File: src/rtl/ppu_pkg.sv
package ppu_pkg;

    typedef logic [7:0]  byte_t;
    typedef logic [13:0] cpu_addr_t;
    typedef logic [12:0] chr_addr_t;   // {pt_sel, tile, plane, fine row}
    typedef logic [10:0] vram_addr_t;  // {nt_sel, tile row, tile col}
    typedef logic [4:0]  pal_addr_t;
    typedef logic [8:0]  coord_t;
    typedef logic [7:0]  color_t;      // RGB332

    typedef enum logic [1:0] {
        PRE_SL,
        VIS_SL,
        POST_SL,
        VBLANK_SL
    } vs_state_t;

    // Raster geometry in dots and rows
    localparam coord_t H_TOTAL      = 9'd341;
    localparam coord_t V_TOTAL      = 9'd262;
    localparam coord_t H_VISIBLE    = 9'd256;
    localparam coord_t V_VISIBLE    = 9'd240;
    localparam coord_t HSYNC_FIRST  = 9'd280;
    localparam coord_t HSYNC_LAST   = 9'd303;
    localparam coord_t VSYNC_FIRST  = 9'd245;
    localparam coord_t VSYNC_LAST   = 9'd247;
    localparam coord_t VBLANK_FIRST = 9'd241;
    localparam coord_t VBLANK_LAST  = 9'd260;

    localparam int PIPE_DEPTH = 3;  // Dots from position to colour

    // CPU address map
    localparam cpu_addr_t CHR_BASE  = 14'h0000;
    localparam cpu_addr_t VRAM_BASE = 14'h2000;
    localparam cpu_addr_t CTRL_ADDR = 14'h3000;
    localparam cpu_addr_t PAL_BASE  = 14'h3F00;

    // Control register fields
    localparam int CTRL_NT  = 0;
    localparam int CTRL_PT  = 1;
    localparam int CTRL_PAL = 2;  // Low bit of the 2-bit palette field
    localparam int CTRL_REN = 4;
    localparam int CTRL_NMI = 7;

endpackage

File: src/rtl/scan_if.sv
interface scan_if import ppu_pkg::*; ();

    coord_t row;
    coord_t col;
    logic   active;   // Inside the 256 x 240 picture
    logic   hsync_n;  // Not yet delayed to the pixel output
    logic   vsync_n;

    modport timing (
        output row,
        output col,
        output active,
        output hsync_n,
        output vsync_n
    );

    modport pixel (
        input row,
        input col,
        input active,
        input hsync_n,
        input vsync_n
    );

endinterface
File: src/rtl/ppu_timing.sv
module ppu_timing import ppu_pkg::*; (
    input  logic   clk,
    input  logic   rst_n,
    input  logic   dot_en,
    input  logic   nmi_en,
    scan_if.timing scan,
    output logic   vblank
);

    coord_t    row;
    coord_t    col;
    logic      line_end;
    vs_state_t vs_state;
    vs_state_t vs_next;
    logic      vblank_flag;

    assign line_end = (col == coord_t'(H_TOTAL - 1));

    // Raster position
    always_ff @(posedge clk or negedge rst_n) begin
        if (!rst_n) begin
            row <= '0;
            col <= '0;
        end else if (dot_en) begin
            if (line_end) begin
                col <= '0;
                if (row == coord_t'(V_TOTAL - 1)) begin
                    row <= '0;
                end else begin
                    row <= row + 1'b1;
                end
            end else begin
                col <= col + 1'b1;
            end
        end
    end

    // Vertical FSM, changes only at the end of a line
    always_comb begin
        vs_next = vs_state;
        if (line_end) begin
            case (vs_state)
                PRE_SL: vs_next = VIS_SL;
                VIS_SL: begin
                    if (row == coord_t'(V_VISIBLE - 1)) begin
                        vs_next = POST_SL;
                    end
                end
                POST_SL: begin
                    if (row == coord_t'(VBLANK_FIRST - 1)) begin
                        vs_next = VBLANK_SL;
                    end
                end
                VBLANK_SL: begin
                    if (row == VBLANK_LAST) begin
                        vs_next = PRE_SL;
                    end
                end
                default: vs_next = PRE_SL;
            endcase
        end
    end

    always_ff @(posedge clk or negedge rst_n) begin
        if (!rst_n) begin
            vs_state <= VIS_SL;  // Row 0 is the first visible line
        end else if (dot_en) begin
            vs_state <= vs_next;
        end
    end

    assign vblank_flag = (vs_state == VBLANK_SL);
    assign vblank      = vblank_flag && nmi_en;  // Interrupt to the CPU

    assign scan.row     = row;
    assign scan.col     = col;
    assign scan.active  = (row < V_VISIBLE) && (col < H_VISIBLE);
    assign scan.hsync_n = !((col >= HSYNC_FIRST) && (col <= HSYNC_LAST));
    assign scan.vsync_n = !((row >= VSYNC_FIRST) && (row <= VSYNC_LAST));

endmodule

File: src/flat_wrapper.sv
// flat-port wrapper written by rule: the top's interface ports become plain ports
module ppu_timing_flat import ppu_pkg::*;
  (clk, rst_n, dot_en, nmi_en, vblank, scan_row, scan_col, scan_active, scan_hsync_n, scan_vsync_n);
  scan_if scan_i ();
  input  logic clk;
  input  logic rst_n;
  input  logic dot_en;
  input  logic nmi_en;
  output logic vblank;
  output wire logic [$bits(scan_i.row)-1:0] scan_row;
  output wire logic [$bits(scan_i.col)-1:0] scan_col;
  output wire logic [$bits(scan_i.active)-1:0] scan_active;
  output wire logic [$bits(scan_i.hsync_n)-1:0] scan_hsync_n;
  output wire logic [$bits(scan_i.vsync_n)-1:0] scan_vsync_n;
  assign scan_row = scan_i.row;
  assign scan_col = scan_i.col;
  assign scan_active = scan_i.active;
  assign scan_hsync_n = scan_i.hsync_n;
  assign scan_vsync_n = scan_i.vsync_n;
  ppu_timing u_core (.clk(clk), .rst_n(rst_n), .dot_en(dot_en), .nmi_en(nmi_en), .scan(scan_i), .vblank(vblank));
endmodule
File: config.mk
export PLATFORM = sky130hd
export DESIGN_NAME = ppu_timing_flat
export DESIGN_NICKNAME = d
export VERILOG_FILES = /design/src/rtl/ppu_pkg.sv /design/src/rtl/scan_if.sv /design/src/rtl/ppu_timing.sv /design/src/flat_wrapper.sv
export SDC_FILE = /design/constraint.sdc
export NUM_CORES = 1
export LEC_CHECK = 0
export BUFFER_PORTS_ARGS = -buffer_cell sky130_fd_sc_hd__clkbuf_2
export CAP_MARGIN = 20
export CORE_MARGIN = 3
export CORE_UTILIZATION = 40
export CTS_CLUSTER_DIAMETER = 30
export CTS_CLUSTER_SIZE = 24
export DETAILED_ROUTE_END_ITERATION = 7
export GPL_TIMING_DRIVEN = 0
export HOLD_SLACK_MARGIN = 0.02
export SKIP_CTS_REPAIR_TIMING = 1
export SYNTH_ARGS = -nofsm -noshare
export SYNTH_HDL_FRONTEND = slang
export SYNTH_SLANG_ARGS = --single-unit
File: constraint.sdc
create_clock -name clk -period 2.1 [get_ports clk]
set_clock_uncertainty 0.2 [all_clocks]
set_input_delay 0.105 -clock clk [delete_from_list [all_inputs] [get_ports clk]]
set_output_delay 0.105 -clock clk [all_outputs]
set_load 0.02 [all_outputs]
==> impl_results.md <==
* Area Overhead vs Synth at 22.0%
* Slew headroom at 67.4%
* RSZ-0062 raised after global routing: true
* CP Cell Sequence: or4b_4 -> o31ai_4 -> nand4_2 -> mux2_4
* Root Buffer: clkbuf_4
* All-Layer GR Usage at around 15%
* Area contributors post-synth: dfrtp_1, ha_1, xnor2_1
* CP endpoint kind: flip-flop
* Final setup margin at 0.0365 ns
* Initial Util at 43.5%
* Post-synth ARST share at 100%
* Final GP Congestion at around 0.86
* Total grt overflow at 0
* Fill count at 277
* Number of setup violations in the final report at 0
* Io pins at 26
* Final net count at 175
* PortBufs at 24
* Synthesized area per cell at 9.78 um2
* Minimum clock period at 2.06 ns
* Die ar. at 3840 um2
* CP Max Fanout at 6
* Die height at 62.0 um
* Final core utilization at approximately 53%
* Number of synthesized flops with an enable pin at 0
* # diodes at 0
* Detailed-route DRC error count at 0
* Placed cell count at approximately 190
* First-pass GRT wire length at ~4200 um
* Final Cell Area at 1530 um2
* Die X at around 62 um
* Drt pass-1 iters at 4
* CTS Buffer Depth at 2
* Wire length per cell at 13.0 um
* Clock latency on the worst-skew pair at 0.29 ns
* Worst path max stage delay at 0.59 ns
* Setup crit start kind: flip-flop
* Place WS at -0.0636 ns
* # clock sinks at 20
* Critical Path AT at 2.05 ns
* Final Cycle Share at 98.3%
* Core area at 2880 um2
* Status: completed
* Drt via density at approximately 5.1
* # Max-Cap Violations at 0
* Area leader, netlist: dfrtp_1
* Critical path class: flip-flop to flip-flop
* CTS tree: built
* Max stage delay cell, worst path: or4b_4
* Worst hold margin at 0.0937 ns
* Cells after synthesis at 128
* Yosys reg bits at 20
* Post-route insts no fill at 203
* Largest net degree at the start of global routing at 21
* Worst Hold Class: input pin to asynchronous set/reset pin
* CTS clk-pin slew, worst paths at 0.11 ns
* Total Wirelength at ~2600 um
* DP HPWL at between 1500 and 2000 um
* Antenna Violating Nets Remaining at 0
* # rows at 19
* H-tree Lvls at 1
* Initial antenna violation count at 0
* Fmax at between 400 and 500 MHz
* Worst slew pin tran at 0.490 ns
* Synth Flop Type: dfrtp_1
* Syn nets at 141
* Setup TNS at 0 ns
* Worst EP required at 2.08 ns
* Synth top area share at 38.0%
* Leak at 0.698 nW
* Pwr dens at between 600 and 700 nW/um2
* Vias in the first global route at 907
* DR vias at 1,033
* Unique masters post-synth at 35
* Slew Limit Fails at 0
* Synthesized area at 1250 um2
* Share of layout cells above drive strength 1 at 29.8%
* Area post-placement at 1430 um2
* Sequential share of the synthesized area at roughly two fifths
* Synthesis Warnings at 0
* Final hold vios at 0
* Overall Power at 0.956 mW
* Initial DRC count at 41
* CTS Buf Count at 3
* Max IR drop VDD at 0.783 mV
==> power breakdown <==
part	total, mW	internal [mW]	switching, mW
logic	0.285	0.0999	0.185
clock network	0.182	0.0738	0.108
registers	0.489	0.433	0.0565
==> flip-flops by register name, indices dropped and copies added (netlist names) <==
| register | cells |
|---|---|
| u_core.scan.row | 9 |
| u_core.scan.col | 9 |
| u_core.vs_state | 2 |
==> synth_stat cells, drive strengths merged (4+ instances only) <==
master / count
clkbuf: 4
nor2: 8
inv: 8
mux2i: 6
o21ai: 5
nor3: 4
nand2: 9
ha: 9
nand4: 7
dfrtp: 19
xnor2: 7
nand3: 8
==> routing by layer <==
layer | track usage [%] | vias up | wire length, um
met5 | 0 | - | 0
met4 | 3.03 | 0 | 14
met3 | 3.72 | 2 | 72
met2 | 23.1 | 15 | 1200
met1 | 20.6 | 494 | 1360
li1 | - | 522 | -
==> critical path: cells and delay by family, from the launching register on <==
family | cells | cell delay [ns]
DFF | 1 | 0.46
and+or+nand+nor | 2 | 0.72
AOI/OAI and AO/OA | 1 | 0.26
muxes | 1 | 0.32
==> placed cells by master (no fill, tap or decap), types with 4 or more instances in the layout <==
cell type / netlist / final
buf_4: 0 / 4
nor3_1: 4 / 4
nand3_1: 8 / 8
dfrtp_1: 19 / 13
nor2_1: 8 / 8
mux2i_1: 6 / 6
dfrtp_2: 0 / 6
inv_1: 8 / 8
clkbuf_4: 0 / 4
ha_1: 9 / 8
clkbuf_2: 0 / 24
clkbuf_1: 4 / 4
nand4_1: 6 / 6
nand2_1: 9 / 9
xnor2_1: 7 / 7
o21ai_0: 5 / 5
==> layout make-up <==
cell class	instances	area [um2]	share of cell area, %
sequential	20	509	33.3
tap	42	52.6	3.44
timing repair buffer	30	170	11.1
multi-input combinational	95	721	47.2
inverter	8	30.0	1.97
buffer	4	18.8	1.23
clock buffer	4	26.3	1.72
==> final timing paths <==
path	start	to	slack, ns	cells after the start
worst max register to register	u_core.scan.row[5]	u_core.vs_state[1]	0.04	4
min in group clk	u_core.scan.row[6]	u_core.scan.row[6]	0.34	1
max in group asynchronous	rst_n	u_core.scan.row[4]	1.25	2
worst min-delay path	rst_n	u_core.scan.row[8]	0.09	2
worst min register to register	u_core.scan.row[6]	u_core.scan.row[6]	0.34	1
worst max-delay path	u_core.scan.row[5]	u_core.vs_state[1]	0.04	4
==> kinds of logic after synthesis <==
| group | count (synthesis) | share of synthesized area, % |
|---|---|---|
| buffers and inverters | 13 | 4.00 |
| AND/OR/NAND/NOR | 56 | 25.7 |
| flip-flops | 20 | 40.1 |
| multiplexers | 7 | 5.99 |
| adder cells (fa/ha/maj) | 9 | 8.99 |
| XOR/XNOR | 9 | 6.29 |
| AO/OA/AOI/OAI | 14 | 8.99 |
(Power assumes the default switching activity.)
