===== src/rtl/ppu_pkg.sv =====
package ppu_pkg;

    typedef logic [7:0]  byte_t;
    typedef logic [13:0] cpu_addr_t;
    typedef logic [12:0] chr_addr_t;   // {pt_sel, tile, plane, fine row}
    typedef logic [10:0] vram_addr_t;  // {nt_sel, tile row, tile col}
    typedef logic [4:0]  pal_addr_t;
    typedef logic [8:0]  coord_t;
    typedef logic [7:0]  color_t;      // RGB332

    typedef enum logic [1:0] {
        PRE_SL,
        VIS_SL,
        POST_SL,
        VBLANK_SL
    } vs_state_t;

    // Raster geometry in dots and rows
    localparam coord_t H_TOTAL      = 9'd341;
    localparam coord_t V_TOTAL      = 9'd262;
    localparam coord_t H_VISIBLE    = 9'd256;
    localparam coord_t V_VISIBLE    = 9'd240;
    localparam coord_t HSYNC_FIRST  = 9'd280;
    localparam coord_t HSYNC_LAST   = 9'd303;
    localparam coord_t VSYNC_FIRST  = 9'd245;
    localparam coord_t VSYNC_LAST   = 9'd247;
    localparam coord_t VBLANK_FIRST = 9'd241;
    localparam coord_t VBLANK_LAST  = 9'd260;

    localparam int PIPE_DEPTH = 3;  // Dots from position to colour

    // CPU address map
    localparam cpu_addr_t CHR_BASE  = 14'h0000;
    localparam cpu_addr_t VRAM_BASE = 14'h2000;
    localparam cpu_addr_t CTRL_ADDR = 14'h3000;
    localparam cpu_addr_t PAL_BASE  = 14'h3F00;

    // Control register fields
    localparam int CTRL_NT  = 0;
    localparam int CTRL_PT  = 1;
    localparam int CTRL_PAL = 2;  // Low bit of the 2-bit palette field
    localparam int CTRL_REN = 4;
    localparam int CTRL_NMI = 7;

endpackage


===== src/rtl/render_mem_if.sv =====
interface render_mem_if import ppu_pkg::*; ();

    vram_addr_t vram_addr;
    byte_t      vram_data;
    chr_addr_t  chr_addr0;  // Plane 0
    chr_addr_t  chr_addr1;  // Plane 1
    byte_t      chr_data0;
    byte_t      chr_data1;
    pal_addr_t  pal_addr;
    byte_t      pal_data;

    // Addresses are sampled by the memory read registers on the dot enable
    modport fetch (
        output vram_addr,
        output chr_addr0,
        output chr_addr1,
        output pal_addr,
        input  vram_data,
        input  chr_data0,
        input  chr_data1,
        input  pal_data
    );

    modport mem (
        input  vram_addr,
        input  chr_addr0,
        input  chr_addr1,
        input  pal_addr,
        output vram_data,
        output chr_data0,
        output chr_data1,
        output pal_data
    );

endinterface


===== src/rtl/scan_if.sv =====
interface scan_if import ppu_pkg::*; ();

    coord_t row;
    coord_t col;
    logic   active;   // Inside the 256 x 240 picture
    logic   hsync_n;  // Not yet delayed to the pixel output
    logic   vsync_n;

    modport timing (
        output row,
        output col,
        output active,
        output hsync_n,
        output vsync_n
    );

    modport pixel (
        input row,
        input col,
        input active,
        input hsync_n,
        input vsync_n
    );

endinterface

===== src/rtl/bg_pixel.sv =====
module bg_pixel import ppu_pkg::*; (
    input  logic         clk,
    input  logic         rst_n,
    input  logic         dot_en,
    scan_if.pixel        scan,
    render_mem_if.fetch  mem,
    input  logic         nt_sel,
    input  logic         pt_sel,
    input  logic [1:0]   bg_pal,
    input  logic         render_en,
    output color_t       color,
    output logic         hsync_n,
    output logic         vsync_n
);

    // Per-stage flags, index 0 is the newest position
    logic [PIPE_DEPTH-1:0] act_d;
    logic [PIPE_DEPTH-1:0] hs_d;
    logic [PIPE_DEPTH-1:0] vs_d;

    logic [2:0] fine_row_s1;
    logic [2:0] fine_col_s1;
    logic [2:0] fine_col_s2;
    logic [1:0] pix;

    // Stage 1 address, tile lookup
    assign mem.vram_addr = {nt_sel, scan.row[7:3], scan.col[7:3]};

    // Stage 2 addresses, both planes of the fetched tile
    assign mem.chr_addr0 = {pt_sel, mem.vram_data, 1'b0, fine_row_s1};
    assign mem.chr_addr1 = {pt_sel, mem.vram_data, 1'b1, fine_row_s1};

    // Stage 3 address, leftmost pixel is bit 7
    assign pix = {mem.chr_data1[3'd7 - fine_col_s2], mem.chr_data0[3'd7 - fine_col_s2]};
    assign mem.pal_addr = (pix == 2'b00) ? '0 : {1'b0, bg_pal, pix};  // 0 is backdrop

    always_ff @(posedge clk) begin
        if (dot_en) begin
            fine_row_s1 <= scan.row[2:0];
            fine_col_s1 <= scan.col[2:0];
            fine_col_s2 <= fine_col_s1;
        end
    end

    always_ff @(posedge clk or negedge rst_n) begin
        if (!rst_n) begin
            act_d <= '0;
            hs_d  <= '1;
            vs_d  <= '1;
        end else if (dot_en) begin
            act_d <= {act_d[PIPE_DEPTH-2:0], scan.active};
            hs_d  <= {hs_d[PIPE_DEPTH-2:0], scan.hsync_n};
            vs_d  <= {vs_d[PIPE_DEPTH-2:0], scan.vsync_n};
        end
    end

    // Output register, sync leaves together with its colour
    always_ff @(posedge clk or negedge rst_n) begin
        if (!rst_n) begin
            color   <= '0;
            hsync_n <= 1'b1;
            vsync_n <= 1'b1;
        end else if (dot_en) begin
            if (act_d[PIPE_DEPTH-1] && render_en) begin
                color <= mem.pal_data;
            end else begin
                color <= '0;  // Blank outside the picture
            end
            hsync_n <= hs_d[PIPE_DEPTH-1];
            vsync_n <= vs_d[PIPE_DEPTH-1];
        end
    end

endmodule


===== src/flat_wrapper.sv =====
// flat-port wrapper written by rule: the top's interface ports become plain ports
module bg_pixel_flat import ppu_pkg::*;
  (clk, rst_n, dot_en, nt_sel, pt_sel, bg_pal, render_en, color, hsync_n, vsync_n, scan_row, scan_col, scan_active, scan_hsync_n, scan_vsync_n, mem_vram_addr, mem_chr_addr0, mem_chr_addr1, mem_pal_addr, mem_vram_data, mem_chr_data0, mem_chr_data1, mem_pal_data);
  scan_if scan_i ();
  render_mem_if mem_i ();
  input  logic clk;
  input  logic rst_n;
  input  logic dot_en;
  input  logic nt_sel;
  input  logic pt_sel;
  input  logic [1:0] bg_pal;
  input  logic render_en;
  output color_t color;
  output logic hsync_n;
  output logic vsync_n;
  input wire logic [$bits(scan_i.row)-1:0] scan_row;
  input wire logic [$bits(scan_i.col)-1:0] scan_col;
  input wire logic [$bits(scan_i.active)-1:0] scan_active;
  input wire logic [$bits(scan_i.hsync_n)-1:0] scan_hsync_n;
  input wire logic [$bits(scan_i.vsync_n)-1:0] scan_vsync_n;
  output wire logic [$bits(mem_i.vram_addr)-1:0] mem_vram_addr;
  output wire logic [$bits(mem_i.chr_addr0)-1:0] mem_chr_addr0;
  output wire logic [$bits(mem_i.chr_addr1)-1:0] mem_chr_addr1;
  output wire logic [$bits(mem_i.pal_addr)-1:0] mem_pal_addr;
  input wire logic [$bits(mem_i.vram_data)-1:0] mem_vram_data;
  input wire logic [$bits(mem_i.chr_data0)-1:0] mem_chr_data0;
  input wire logic [$bits(mem_i.chr_data1)-1:0] mem_chr_data1;
  input wire logic [$bits(mem_i.pal_data)-1:0] mem_pal_data;
  assign scan_i.row = scan_row;
  assign scan_i.col = scan_col;
  assign scan_i.active = scan_active;
  assign scan_i.hsync_n = scan_hsync_n;
  assign scan_i.vsync_n = scan_vsync_n;
  assign mem_vram_addr = mem_i.vram_addr;
  assign mem_chr_addr0 = mem_i.chr_addr0;
  assign mem_chr_addr1 = mem_i.chr_addr1;
  assign mem_pal_addr = mem_i.pal_addr;
  assign mem_i.vram_data = mem_vram_data;
  assign mem_i.chr_data0 = mem_chr_data0;
  assign mem_i.chr_data1 = mem_chr_data1;
  assign mem_i.pal_data = mem_pal_data;
  bg_pixel u_core (.clk(clk), .rst_n(rst_n), .dot_en(dot_en), .scan(scan_i), .mem(mem_i), .nt_sel(nt_sel), .pt_sel(pt_sel), .bg_pal(bg_pal), .render_en(render_en), .color(color), .hsync_n(hsync_n), .vsync_n(vsync_n));
endmodule

===== config.mk =====
export PLATFORM = sky130hd
export DESIGN_NAME = bg_pixel_flat
export DESIGN_NICKNAME = d
export VERILOG_FILES = /design/src/rtl/ppu_pkg.sv /design/src/rtl/render_mem_if.sv /design/src/rtl/scan_if.sv /design/src/rtl/bg_pixel.sv /design/src/flat_wrapper.sv
export SDC_FILE = /design/constraint.sdc
export NUM_CORES = 1
export LEC_CHECK = 0
export ABC_AREA = 0
export BUFFER_PORTS_ARGS = -buffer_cell sky130_fd_sc_hd__buf_2
export CORE_ASPECT_RATIO = 0.8
export CORE_MARGIN = 2
export CORE_UTILIZATION = 35
export DETAILED_ROUTE_END_ITERATION = 12
export PLACE_DENSITY = 0.76
export SKIP_LAST_GASP = 1
export SLEW_MARGIN = 10
export SYNTH_ARGS = -nofsm -noshare
export SYNTH_HDL_FRONTEND = slang
export SYNTH_SLANG_ARGS = --single-unit

===== constraint.sdc =====
create_clock -name clk -period 1.38 [get_ports clk]
set_input_delay 0.207 -clock clk [delete_from_list [all_inputs] [get_ports clk]]
set_output_delay 0.207 -clock clk [all_outputs]
set_load 0.01 [all_outputs]

==> summary.md, run 1 <==
| Metric | Value |
|---|---|
| Leakage | `0.749 nW` |
| Initial core utilization | `0.370` |
| Worst path slowest cell | `mux4_2` |
| Clock Path Buffers | `2` |
| Post-Synthesis Cells | `114` |
| Synth top cells by count | `buf_4 (35), dfrtp_1 (11), mux2_2 (11)` |
| Worst Path Buf+Inv | `1` |
| # resized after CTS | `0` |
| Critical Path Sink Type | `output pin` |
| Crit-path max FO | `4` |
| Setup TNS | `-2.22 ns` |
| Crit share post-route | `1.42` |
| Fin worst setup slack | `-0.573 ns` |
| Clock transition at the registers of the reported paths | `approximately 0.09 ns` |
| Diode count | `0` |
| Final Instance Area | `0.00163 sq mm` |
| Drt wl/cell | `13.1 microns` |
| Hold Fails Final Rpt | `0` |
| Max VDD drop | `between 0.7 and 0.8 mV` |
| Fill cell count | `~380` |
| Layout Skew | `approximately 0.0024 ns` |
| Cells after DPL | `191` |
| # H-tree levels | `1` |
| Unique masters post-synth | `14` |
| Detail Placement HPWL | `2070 microns` |
| Worst-path cell chain | `mux4_2, mux2i_4, a21boi_2, buf_2` |
| Congestion Overflow GR | `0` |
| Cell Pwr Density | `1190 mW/mm^2` |
| Initial antenna violation count | `0` |
| Ranking of synthesized cells by area | `dfrtp_1 (19%), edfxtp_1 (19%), buf_4 (18%)` |
| Global-route wire length before repair | `around 3500 microns` |
| Fmax | `between 500 and 600 MHz` |
| # setup viols final | `4` |
| WHS | `0.109 ns` |
| Flops & latches, synth | `28` |
| CTS tree | `yes` |
| Placed Area | `0.00155 sq mm` |
| Final min period | `around 2.0 ns` |
| Final std cells w/o fill | `196` |
| Residual DRC | `0` |
| Share of the synthesized area in the top cell type | `0.193` |
| CP startpoint kind | `register` |
| Overall Power | `a little under 2 mW` |
| Req. time, crit path | `~1.2 ns` |
| CP peak stage delay | `0.57 ns` |
| Largest net degree at the start of global routing | `37` |
| DRT Pass-1 Iters | `2` |
| Layout cells sized above 1 | `0.638` |
| I/O pins | `113` |
| PortBufs | `58` |
| Number of global-route vias before repair | `804` |
| Ys async rst share | `0.679` |
| RD Place Congestion | `0.737` |
| Failing checks | `setup timing` |
| Final Core Density | `0.422` |
| Vias/cell | `4.43` |
| Unrepaired setup endpoints after global routing | `yes` |
| Core ar. | `roughly 0.0039 sq mm` |
| Cell Rows | `20` |
| Post-layout nets | `203` |
| Setup bufs post-CTS | `0` |
| Mean Syn Cell Area | `12.5 sq um` |
| Top-count cell post-synth | `buf_4` |
| Die Footprint | `around 0.0046 sq mm` |
| Main synth FF type | `dfrtp_1` |
| Place WS | `-0.293 ns` |
| Worst-skew pair later-pin latency | `0.27 ns` |
| Vias | `868` |
| Post-DRT Antenna Nets | `0` |
| Cell taking the most area after synthesis | `dfrtp_1` |
| Crit path kind | `reg2out` |
| Clock sinks | `28` |
| Worst path top cell family by delay | `multiplexers` |
| Register area share after synthesis | `0.530` |
| Fin. max-slew vios | `0` |
| CTS Root Cell | `clkbuf_8` |
| TritonCTS Buffers | `3` |
| HP Class | `in2reg` |
| Tot GR Track Use | `0.102` |
| Layout area overhead | `14.0%` |
| DRT Wirelength | `around 2600 microns` |
| Status | `finished, violations left` |
| Starting DRC count in detailed routing | `23` |
| Yosys warning total | `0` |
| Worst EP arrival | `1.75 ns` |
| Post-Syn Area | `between 0.001 and 0.0015 sq mm` |
| Die H | `between 60 and 70 microns` |
| Max-cap viol count | `0` |
| Die width | `75.3 microns` |
| Post-synth EDFFs | `9` |
logic make-up (layout without fill, tap and decap cells):
kind of cell,count (synthesis),count (layout),synth area share
compound gates,10,10,0.0457
other cells,2,3,0.00527
mux,17,17,0.175
flops,28,28,0.530
simple gates,9,9,0.0237
buf+inv,48,74,0.220
state kept, by name, indices dropped and copies added, names as in the netlist:
signal,flops
u_core.color,8
u_core.act_d,3
u_core.fine_col_s1,3
u_core.fine_col_s2,3
u_core.fine_row_s1,3
u_core.hs_d,3
u_core.vs_d,3
u_core.hsync_n,1
u_core.vsync_n,1
worst register-to-register path, delay by kind of cell (launching register included):
family	cells	cell delay [ns]
compound gates	1	0.14
flops	1	0.39
simple gates	1	0.24
layout make-up:
| type | instances | area [sq um] | area share |
|---|---|---|---|
| flip-flops and latches | 28 | 756 | 0.465 |
| repair buffers | 60 | 320 | 0.197 |
| inverters | 10 | 37.5 | 0.0231 |
| multi-input cells | 39 | 377 | 0.232 |
| well taps | 55 | 68.8 | 0.0423 |
| clock buffers | 4 | 66.3 | 0.0408 |
path summary, 6_finish.rpt:
| check | slack (ns) | endpoint | depth (start not counted) | startpoint |
|---|---|---|---|---|
| worst max register to register | 0.49 | u_core.color[6] | 2 | u_core.act_d[2] |
| min in group asynchronous | 0.39 | u_core.act_d[0] | 2 | rst_n |
| max in group asynchronous | 0.67 | u_core.vs_d[2] | 2 | rst_n |
| worst min register to register | 0.44 | u_core.fine_col_s2[2] | 0 | u_core.fine_col_s1[2] |
| worst max-delay path | -0.57 | mem_pal_addr[2] | 4 | u_core.fine_col_s2[0] |
| worst min-delay path | 0.11 | u_core.fine_col_s1[1] | 1 | scan_col[1] |
layout by cell type, fill, tap and decap left out:
cell           Yosys  routed
nand2_1            9       9
o22ai_1            8       8
conb_1             2       3
clkbuf_8           0       3
dfrtp_1           11      11
a21boi_2           0       2
inv_1             10      10
buf_12             0       1
dfstp_2            8       8
dlygate4sd3_1      0       1
mux2i_4            0       2
edfxtp_1           9       9
mux4_2             0       4
buf_2              2      58
mux2_2            11      11
clkbuf_16          0       1
report_power, final:
part / total (mW) / internal (mW) / leakage [nW] / switching (mW)
registers: 1.03 / 0.984 / 0.315 / 0.0501
logic: 0.348 / 0.188 / 0.400 / 0.160
clock network: 0.552 / 0.315 / 0.0339 / 0.237
per-layer routing:
layer,track usage,vias up,share of wire
li1,-,396,-
met1,0.106,412,0.38
met2,0.202,60,0.50
met3,0.0393,0,0.12
met4,0.00752,0,0
met5,0,-,0
timing repair:
action,in CTS,in global routing
pin swaps,0,1
hold buffers,1,0
hold endpoints to repair,11,0
cloned,0,0
setup endpoints to repair,4,4
Power figures use the tool's default switching activity.
==> inputs of run 2 (changes only) <==
--- a/config.mk
+++ b/config.mk
@@ -6,11 +6,11 @@
 export NUM_CORES = 1
 export LEC_CHECK = 0
-export ABC_AREA = 0
+export ABC_AREA = 1
 export BUFFER_PORTS_ARGS = -buffer_cell sky130_fd_sc_hd__buf_2
 export CORE_ASPECT_RATIO = 0.8
 export CORE_MARGIN = 2
-export CORE_UTILIZATION = 35
+export CORE_UTILIZATION = 36
 export DETAILED_ROUTE_END_ITERATION = 12
-export PLACE_DENSITY = 0.76
+export PLACE_DENSITY = 0.75
 export SKIP_LAST_GASP = 1
 export SLEW_MARGIN = 10
==> constraint.sdc (replaced) <==
create_clock -name clk -period 1.38 [get_ports clk]
set_input_delay 0.207 -clock clk [delete_from_list [all_inputs] [get_ports clk]]
set_output_delay 0.207 -clock clk [all_outputs]
set_load 0.02 [all_outputs]
==> summary.md, run 2 <==
| Metric | Value |
|---|---|
| Setup TNS | `-1.05 ns (+1.18 ns)` |
| Status | `finished, violations left` |
| Die H | `62.5 microns (+2.3%)` |
| # setup viols final | `4 (unchanged)` |
| Ys async rst share | `0.679 (unchanged)` |
| Worst EP arrival | `1.49 ns (-0.26 ns)` |
| I/O pins | `113 (unchanged)` |
| Global-route wire length before repair | `4130 microns (+18%)` |
| Fin worst setup slack | `-0.317 ns (+0.256 ns)` |
| Crit path kind | `reg2out` |
| Cell taking the most area after synthesis | `dfrtp_1` |
| Unrepaired setup endpoints after global routing | `yes` |
| Clock Path Buffers | `2 (unchanged)` |
| FF+latch area | `756 sq um (unchanged)` |
| Post-Synthesis Cells | `174 (+53%)` |
| Main synth FF type | `dfrtp_1` |
| # H-tree levels | `1 (unchanged)` |
| Post-synthesis mux area share | `0.00731 (-0.167)` |
| Diode count | `0 (unchanged)` |
| Fin. max-slew vios | `0 (unchanged)` |
| Adder-cell share of the synthesized area | `0 (unchanged)` |
| Yosys warning total | `0 (unchanged)` |
| Crit-path max FO | `8 (+4)` |
| Vias | `1,075 (+24%)` |
| TritonCTS Buffers | `3 (unchanged)` |
| Register area share after synthesis | `0.491 (-0.0396)` |
| Most flop-heavy register | `u_core.color` |
| Cell Pwr Density | `1030 mW/mm^2 (-13%)` |
| Req. time, crit path | `1.17 ns (about the same)` |
| Initial antenna violation count | `0 (unchanged)` |
| Max VDD drop | `0.596 mV (-17%)` |
| Clock sinks | `28 (unchanged)` |
| Multi-input gate area | `424 sq um (+13%)` |
| WHS | `0.114 ns (+0.00440 ns)` |
| Fmax | `589 MHz (+15%)` |
| Place WS | `-0.0320 ns (+0.261 ns)` |
| Post-DRT Antenna Nets | `0 (unchanged)` |
| CTS Root Cell | `clkbuf_8` |
| Setup bufs post-CTS | `0 (unchanged)` |
| Number of global-route vias before repair | `1,007 (+25%)` |
| Core ar. | `0.00415 sq mm (+7.7%)` |
| Layout area overhead | `15.7%` |
| Layout cells sized above 1 | `0.478 (-0.160)` |
| Die Footprint | `0.00482 sq mm (+4.8%)` |
| Top-count cell post-synth | `buf_4` |
| Cell Rows | `21 (+5.0%)` |
| RD Place Congestion | `0.692 (-6.1%)` |
| Reg2reg start | `u_core.act_d[2]` |
| Compound-cell area share of the yosys netlist | `0.0715 (+0.0258)` |
| Starting DRC count in detailed routing | `35 (+52%)` |
| Post-synth EDFFs | `9 (unchanged)` |
| DRT Pass-1 Iters | `4 (+2)` |
| Simple-gate portion of the synthesized area | `0.152 (+0.128)` |
| Unique masters post-synth | `18 (+4)` |
| Largest net degree at the start of global routing | `25 (-32%)` |
| Mean Syn Cell Area | `8.85 sq um (-29%)` |
| Leakage | `0.930 nW (+24%)` |
| Die width | `77.1 microns (+2.4%)` |
| Residual DRC | `0 (unchanged)` |
| Setup crit start | `u_core.fine_col_s2[0]` |
| CP startpoint kind | `register` |
| Tot GR Track Use | `0.104 (+0.00238)` |
| Max-cap viol count | `0 (unchanged)` |
| Post-Synth XOR/XNOR Area | `0 (unchanged)` |
| Congestion Overflow GR | `0 (unchanged)` |
| Clock transition at the registers of the reported paths | `0.08 ns (about the same)` |
| Largest family of logic cells by synthesized area | `buffers and inverters` |
| Synth top cells by count | `buf_4 (35), nand2_1 (32), inv_1 (31)` |
| Fill cell count | `442 (+17%)` |
| R2r setup slk | `0.48 ns (about the same)` |
| Overall Power | `1.84 mW (-4.9%)` |
| Most frequent cells in the layout | `buf_2 (55), inv_1 (30), nand2_1 (26)` |
| Failing checks | `setup timing` |
| Hold Fails Final Rpt | `0 (unchanged)` |
| Worst-skew pair later-pin latency | `0.26 ns (about the same)` |
| Detail Placement HPWL | `1920 microns (-6.8%)` |
| Share of the synthesized area in the top cell type | `0.179 (-0.0144)` |
| Flops & latches, synth | `28 (unchanged)` |
| Post-Syn Area | `0.00154 sq mm (+8.1%)` |
| Most common cell after layout, fill and taps aside | `buf_2` |
| Vias/cell | `4.13 (-6.6%)` |
| Largest register FFs | `8 (unchanged)` |
| Crit share post-route | `1.23 (-0.185)` |
| CTS tree | `yes` |
| HP Class | `in2reg` |
| PortBufs | `58 (unchanged)` |
| Drt wl/cell | `10.1 microns (-23%)` |
| Final min period | `1.70 ns (-0.256 ns)` |
| Layout Skew | `0.00113 ns (-0.00126 ns)` |
| Min-delay src | `scan_row[2]` |
| DRT Wirelength | `2630 microns (+2.1%)` |
| Initial core utilization | `0.371 (+0.00120)` |
| Post-layout nets | `265 (+31%)` |
| Ranking of synthesized cells by area | `dfrtp_1 (18%), edfxtp_1 (18%), buf_4 (17%)` |
| Critical Path Sink Type | `output pin` |
## run 2: cell count changes after synthesis, sizes merged, moves of 4 or more
| cell | change |
|---|---|
| o21ai | +5 |
| a21oi | +7 |
| inv | +22 |
| nor2 | +5 |
| nand2 | +27 |
| nand3 | +10 |
| mux4 | -4 |
| mux2 | -10 |
## run 2: layout make-up
type / count / area share
sequential: 28 / 0.424
timing repair buffer: 64 / 0.198
inverter: 32 / 0.0744
clock buffer: 4 / 0.0253
tap: 57 / 0.0400
multi-input combinational: 75 / 0.238
## run 2: what timing repair did
| item | CTS | global route |
|---|---|---|
| gates resized for setup | 5 | 18 |
| endpoints found under the setup margin | 4 | 4 |
| hold buffers | 1 | 0 |
| pin swaps | 0 | 3 |
| cloned | 0 | 1 |
| hold endpoints to repair | 11 | 0 |
## run 2: cell families (layout without fill, tap and decap cells)
family	after synthesis	count (layout)
buf+inv	72	100
simple gates	51	51
flops	28	28
compound gates	20	20
other cells	2	3
mux	1	1
## run 2: worst max-delay path: stages, from the launching register on
cell	delay (ns)
edfxtp_1	0.43
buf_6	0.16
clkinv_8	0.06
nand2_2	0.05
nand2_2	0.04
nand2_1	0.05
nand3_2	0.08
nand2_4	0.07
a21oi_2	0.13
buf_4	0.15
## run 2: power breakdown
group          switching [mW]  internal, mW
logic                   0.253         0.170
clock network           0.220         0.206
registers              0.0325         0.958
total                   0.506          1.33
## run 2: worst paths after layout
path,end,cells after the start
min reg2reg,u_core.fine_col_s2[2],0
min,u_core.fine_row_s1[2],1
max reg2reg,u_core.color[1],2
max in group asynchronous,u_core.vsync_n,2
min in group asynchronous,u_core.color[4],2
max,mem_pal_addr[2],9
## run 2: per-layer routing
layer  vias to the layer above  track usage  wire (microns)
met5                         -            0               0
met4                         0       0.0491              21
met1                       479        0.114            1030
li1                        555            -               -
met2                        35        0.191            1410
met3                         6       0.0217             167
## run 2: metrics by stage
stage               instance area (sq um)   util  instances
CTS                                  1710  0.412        259
global placement                     1640  0.395        254
floorplan                            1540      -        175
detailed placement                   1640  0.395        254
finish                               1780  0.429        260
global route                         1780  0.429        260
==> inputs of run 3 (changes only) <==
- CORE_UTILIZATION: 36 -> 43
- GPL_TIMING_DRIVEN: not set -> 0
- PLACE_DENSITY: 0.75 -> 0.85
- clock period: 1.38 -> 2.01 ns (I/O delays scaled with it)
==> summary.md, run 3 (synthesis results as in run 2) <==
| Metric | Value |
|---|---|
| Status | `completed` |
| Tot GR Track Use | `0.148 (+0.0442)` |
| DRT Wirelength | `3080 microns (+17%)` |
| Detail Placement HPWL | `2520 microns (+31%)` |
| Congestion Overflow GR | `0 (unchanged)` |
| DRT Pass-1 Iters | `4 (unchanged)` |
| Final Instance Area | `0.00211 sq mm (+18%)` |
| Worst EP arrival | `1.50 ns (about the same)` |
| Crit path kind | `reg2out` |
| Largest net degree at the start of global routing | `20 (-20%)` |
| Layout cells sized above 1 | `0.558 (+0.0802)` |
| Most common cell after layout, fill and taps aside | `buf_2` |
| Req. time, crit path | `1.71 ns (+0.54 ns)` |
| CP startpoint kind | `register` |
| Clock sinks | `28 (unchanged)` |
| # H-tree levels | `1 (unchanged)` |
| Drt wl/cell | `9.95 microns (-1.4%)` |
| Crit share post-route | `0.896` |
| Crit path top cell by count | `nand2_1` |
| Diode count | `0 (unchanged)` |
| Core ar. | `0.00342 sq mm (-18%)` |
| Vias | `1,302 (+21%)` |
| Global-route wire length before repair | `4770 microns (+16%)` |
| Hold Fails Final Rpt | `0 (unchanged)` |
| I/O pins | `113 (unchanged)` |
| R2r setup slk | `1.08 ns (+0.60 ns)` |
| Post-DRT Antenna Nets | `0 (unchanged)` |
| Worst path slowest cell | `edfxtp_1` |
| Final std cells w/o fill | `309 (+19%)` |
| Post-layout nets | `329 (+24%)` |
| Multi-input gate area | `367 sq um (-14%)` |
| Min-delay src | `scan_row[2]` |
| Crit-path max FO | `9 (+1)` |
| # setup viols final | `0 (-4)` |
| RD Place Congestion | `0.720 (+4.0%)` |
| Worst-path cell chain | `buf_6, inv_8, nand2_1, nand2_1, nand2_1, nand3_1, nand2_2, a21oi_1, buf_2` |
| Starting DRC count in detailed routing | `28 (-20%)` |
| Cells after DPL | `304 (+20%)` |
| Worst-skew pair later-pin latency | `0.27 ns (about the same)` |
| HP Class | `in2reg` |
| Worst Path Buf+Inv | `3 (unchanged)` |
| PortBufs | `87 (+50%)` |
| CP peak stage delay | `0.41 ns (-0.02 ns)` |
| Final Core Density | `0.616 (+0.187)` |
| Setup TNS | `0 ns (+1.05 ns)` |
| Final min period | `1.80 ns` |
| Leakage | `1.20 nW (+29%)` |
| Placed Area | `0.00203 sq mm (+24%)` |
| Max-cap viol count | `0 (unchanged)` |
| Cell Rows | `19 (-9.5%)` |
| Fin. max-slew vios | `0 (unchanged)` |
| Most frequent cells in the layout | `buf_2 (91), buf_4 (35), nand2_1 (32)` |
| Layout area overhead | `36.9%` |
| CTS Root Cell | `clkbuf_8` |
| Max VDD drop | `0.674 mV (+13%)` |
| Largest register FFs | `8 (unchanged)` |
| Initial core utilization | `0.450 (+0.0789)` |
| Place WS | `0.502 ns (+0.534 ns)` |
| Layout Skew | `0.00446 ns (+0.00333 ns)` |
| Setup bufs post-CTS | `0 (unchanged)` |
| Vias/cell | `4.21 (+1.9%)` |
| Die H | `57.5 microns (-8.0%)` |
| FF+latch area | `756 sq um (unchanged)` |
| Fmax | `approximately 560 MHz` |
| Most flop-heavy register | `u_core.color` |
| Critical Path Sink Type | `output pin` |
| Setup crit start | `u_core.fine_col_s2[0]` |
| Die Footprint | `0.00408 sq mm (-15%)` |
| Die width | `70.9 microns (-8.1%)` |
| CTS tree | `yes` |
| Initial antenna violation count | `0 (unchanged)` |
| Worst path top cell family by delay | `flip-flops` |
| Residual DRC | `0 (unchanged)` |
| Cell Pwr Density | `684 mW/mm^2 (-34%)` |
| Clock transition at the registers of the reported paths | `0.09 ns (about the same)` |
| Fin worst setup slack | `0.209 ns (+0.526 ns)` |
| Clock Path Buffers | `2 (unchanged)` |
| Overall Power | `1.44 mW (-22%)` |
| Number of global-route vias before repair | `1,146 (+14%)` |
| Fill cell count | `309 (-30%)` |
| Unrepaired setup endpoints after global routing | `no` |
| TritonCTS Buffers | `3 (unchanged)` |
| Reg2reg start | `u_core.act_d[2]` |
| WHS | `0.203 ns (+0.0890 ns)` |
## run 3: final timing paths
kind / end / cells after the start
setup / recovery: mem_pal_addr[3] / 9
hold / removal: u_core.fine_row_s1[2] / 1
setup reg to reg: u_core.color[1] / 2
hold reg to reg: u_core.fine_col_s2[0] / 0
max in group asynchronous: u_core.hs_d[0] / 2
min in group asynchronous: u_core.color[5] / 2
## run 3: final cells by class
cell class | instances | area share
tap | 42 | 0.0249
clock buffer | 4 | 0.0315
inverter | 32 | 0.0605
timing repair buffer | 88 | 0.211
buffer | 40 | 0.139
sequential | 28 | 0.358
multi-input combinational | 75 | 0.174
## run 3: timing repair
item                                   in CTS  in global routing
hold buffers                                1                  0
gates resized for setup                     0                  0
endpoints found under the hold margin      11                  0
## run 3: power breakdown
part | leakage [nW] | internal, mW | switching (mW)
Clock | 0.0339 | 0.217 | 0.162
Combinational | 0.849 | 0.165 | 0.217
Sequential | 0.315 | 0.658 | 0.0242
Total | 1.20 | 1.04 | 0.403
## run 3: worst register-to-register path, stage by stage, from the launching register on
cell and delay, ns:
dfrtp_1 0.39, nand2_1 0.26, o22ai_1 0.15
## run 3: metal layers
metal | GRT usage | vias to the layer above | share of wire
met1 | 0.169 | 558 | 0.38
li1 | - | 684 | -
met4 | 0.0566 | 0 | 0.015
met5 | 0 | - | 0
met3 | 0.0371 | 4 | 0.094
met2 | 0.270 | 56 | 0.51
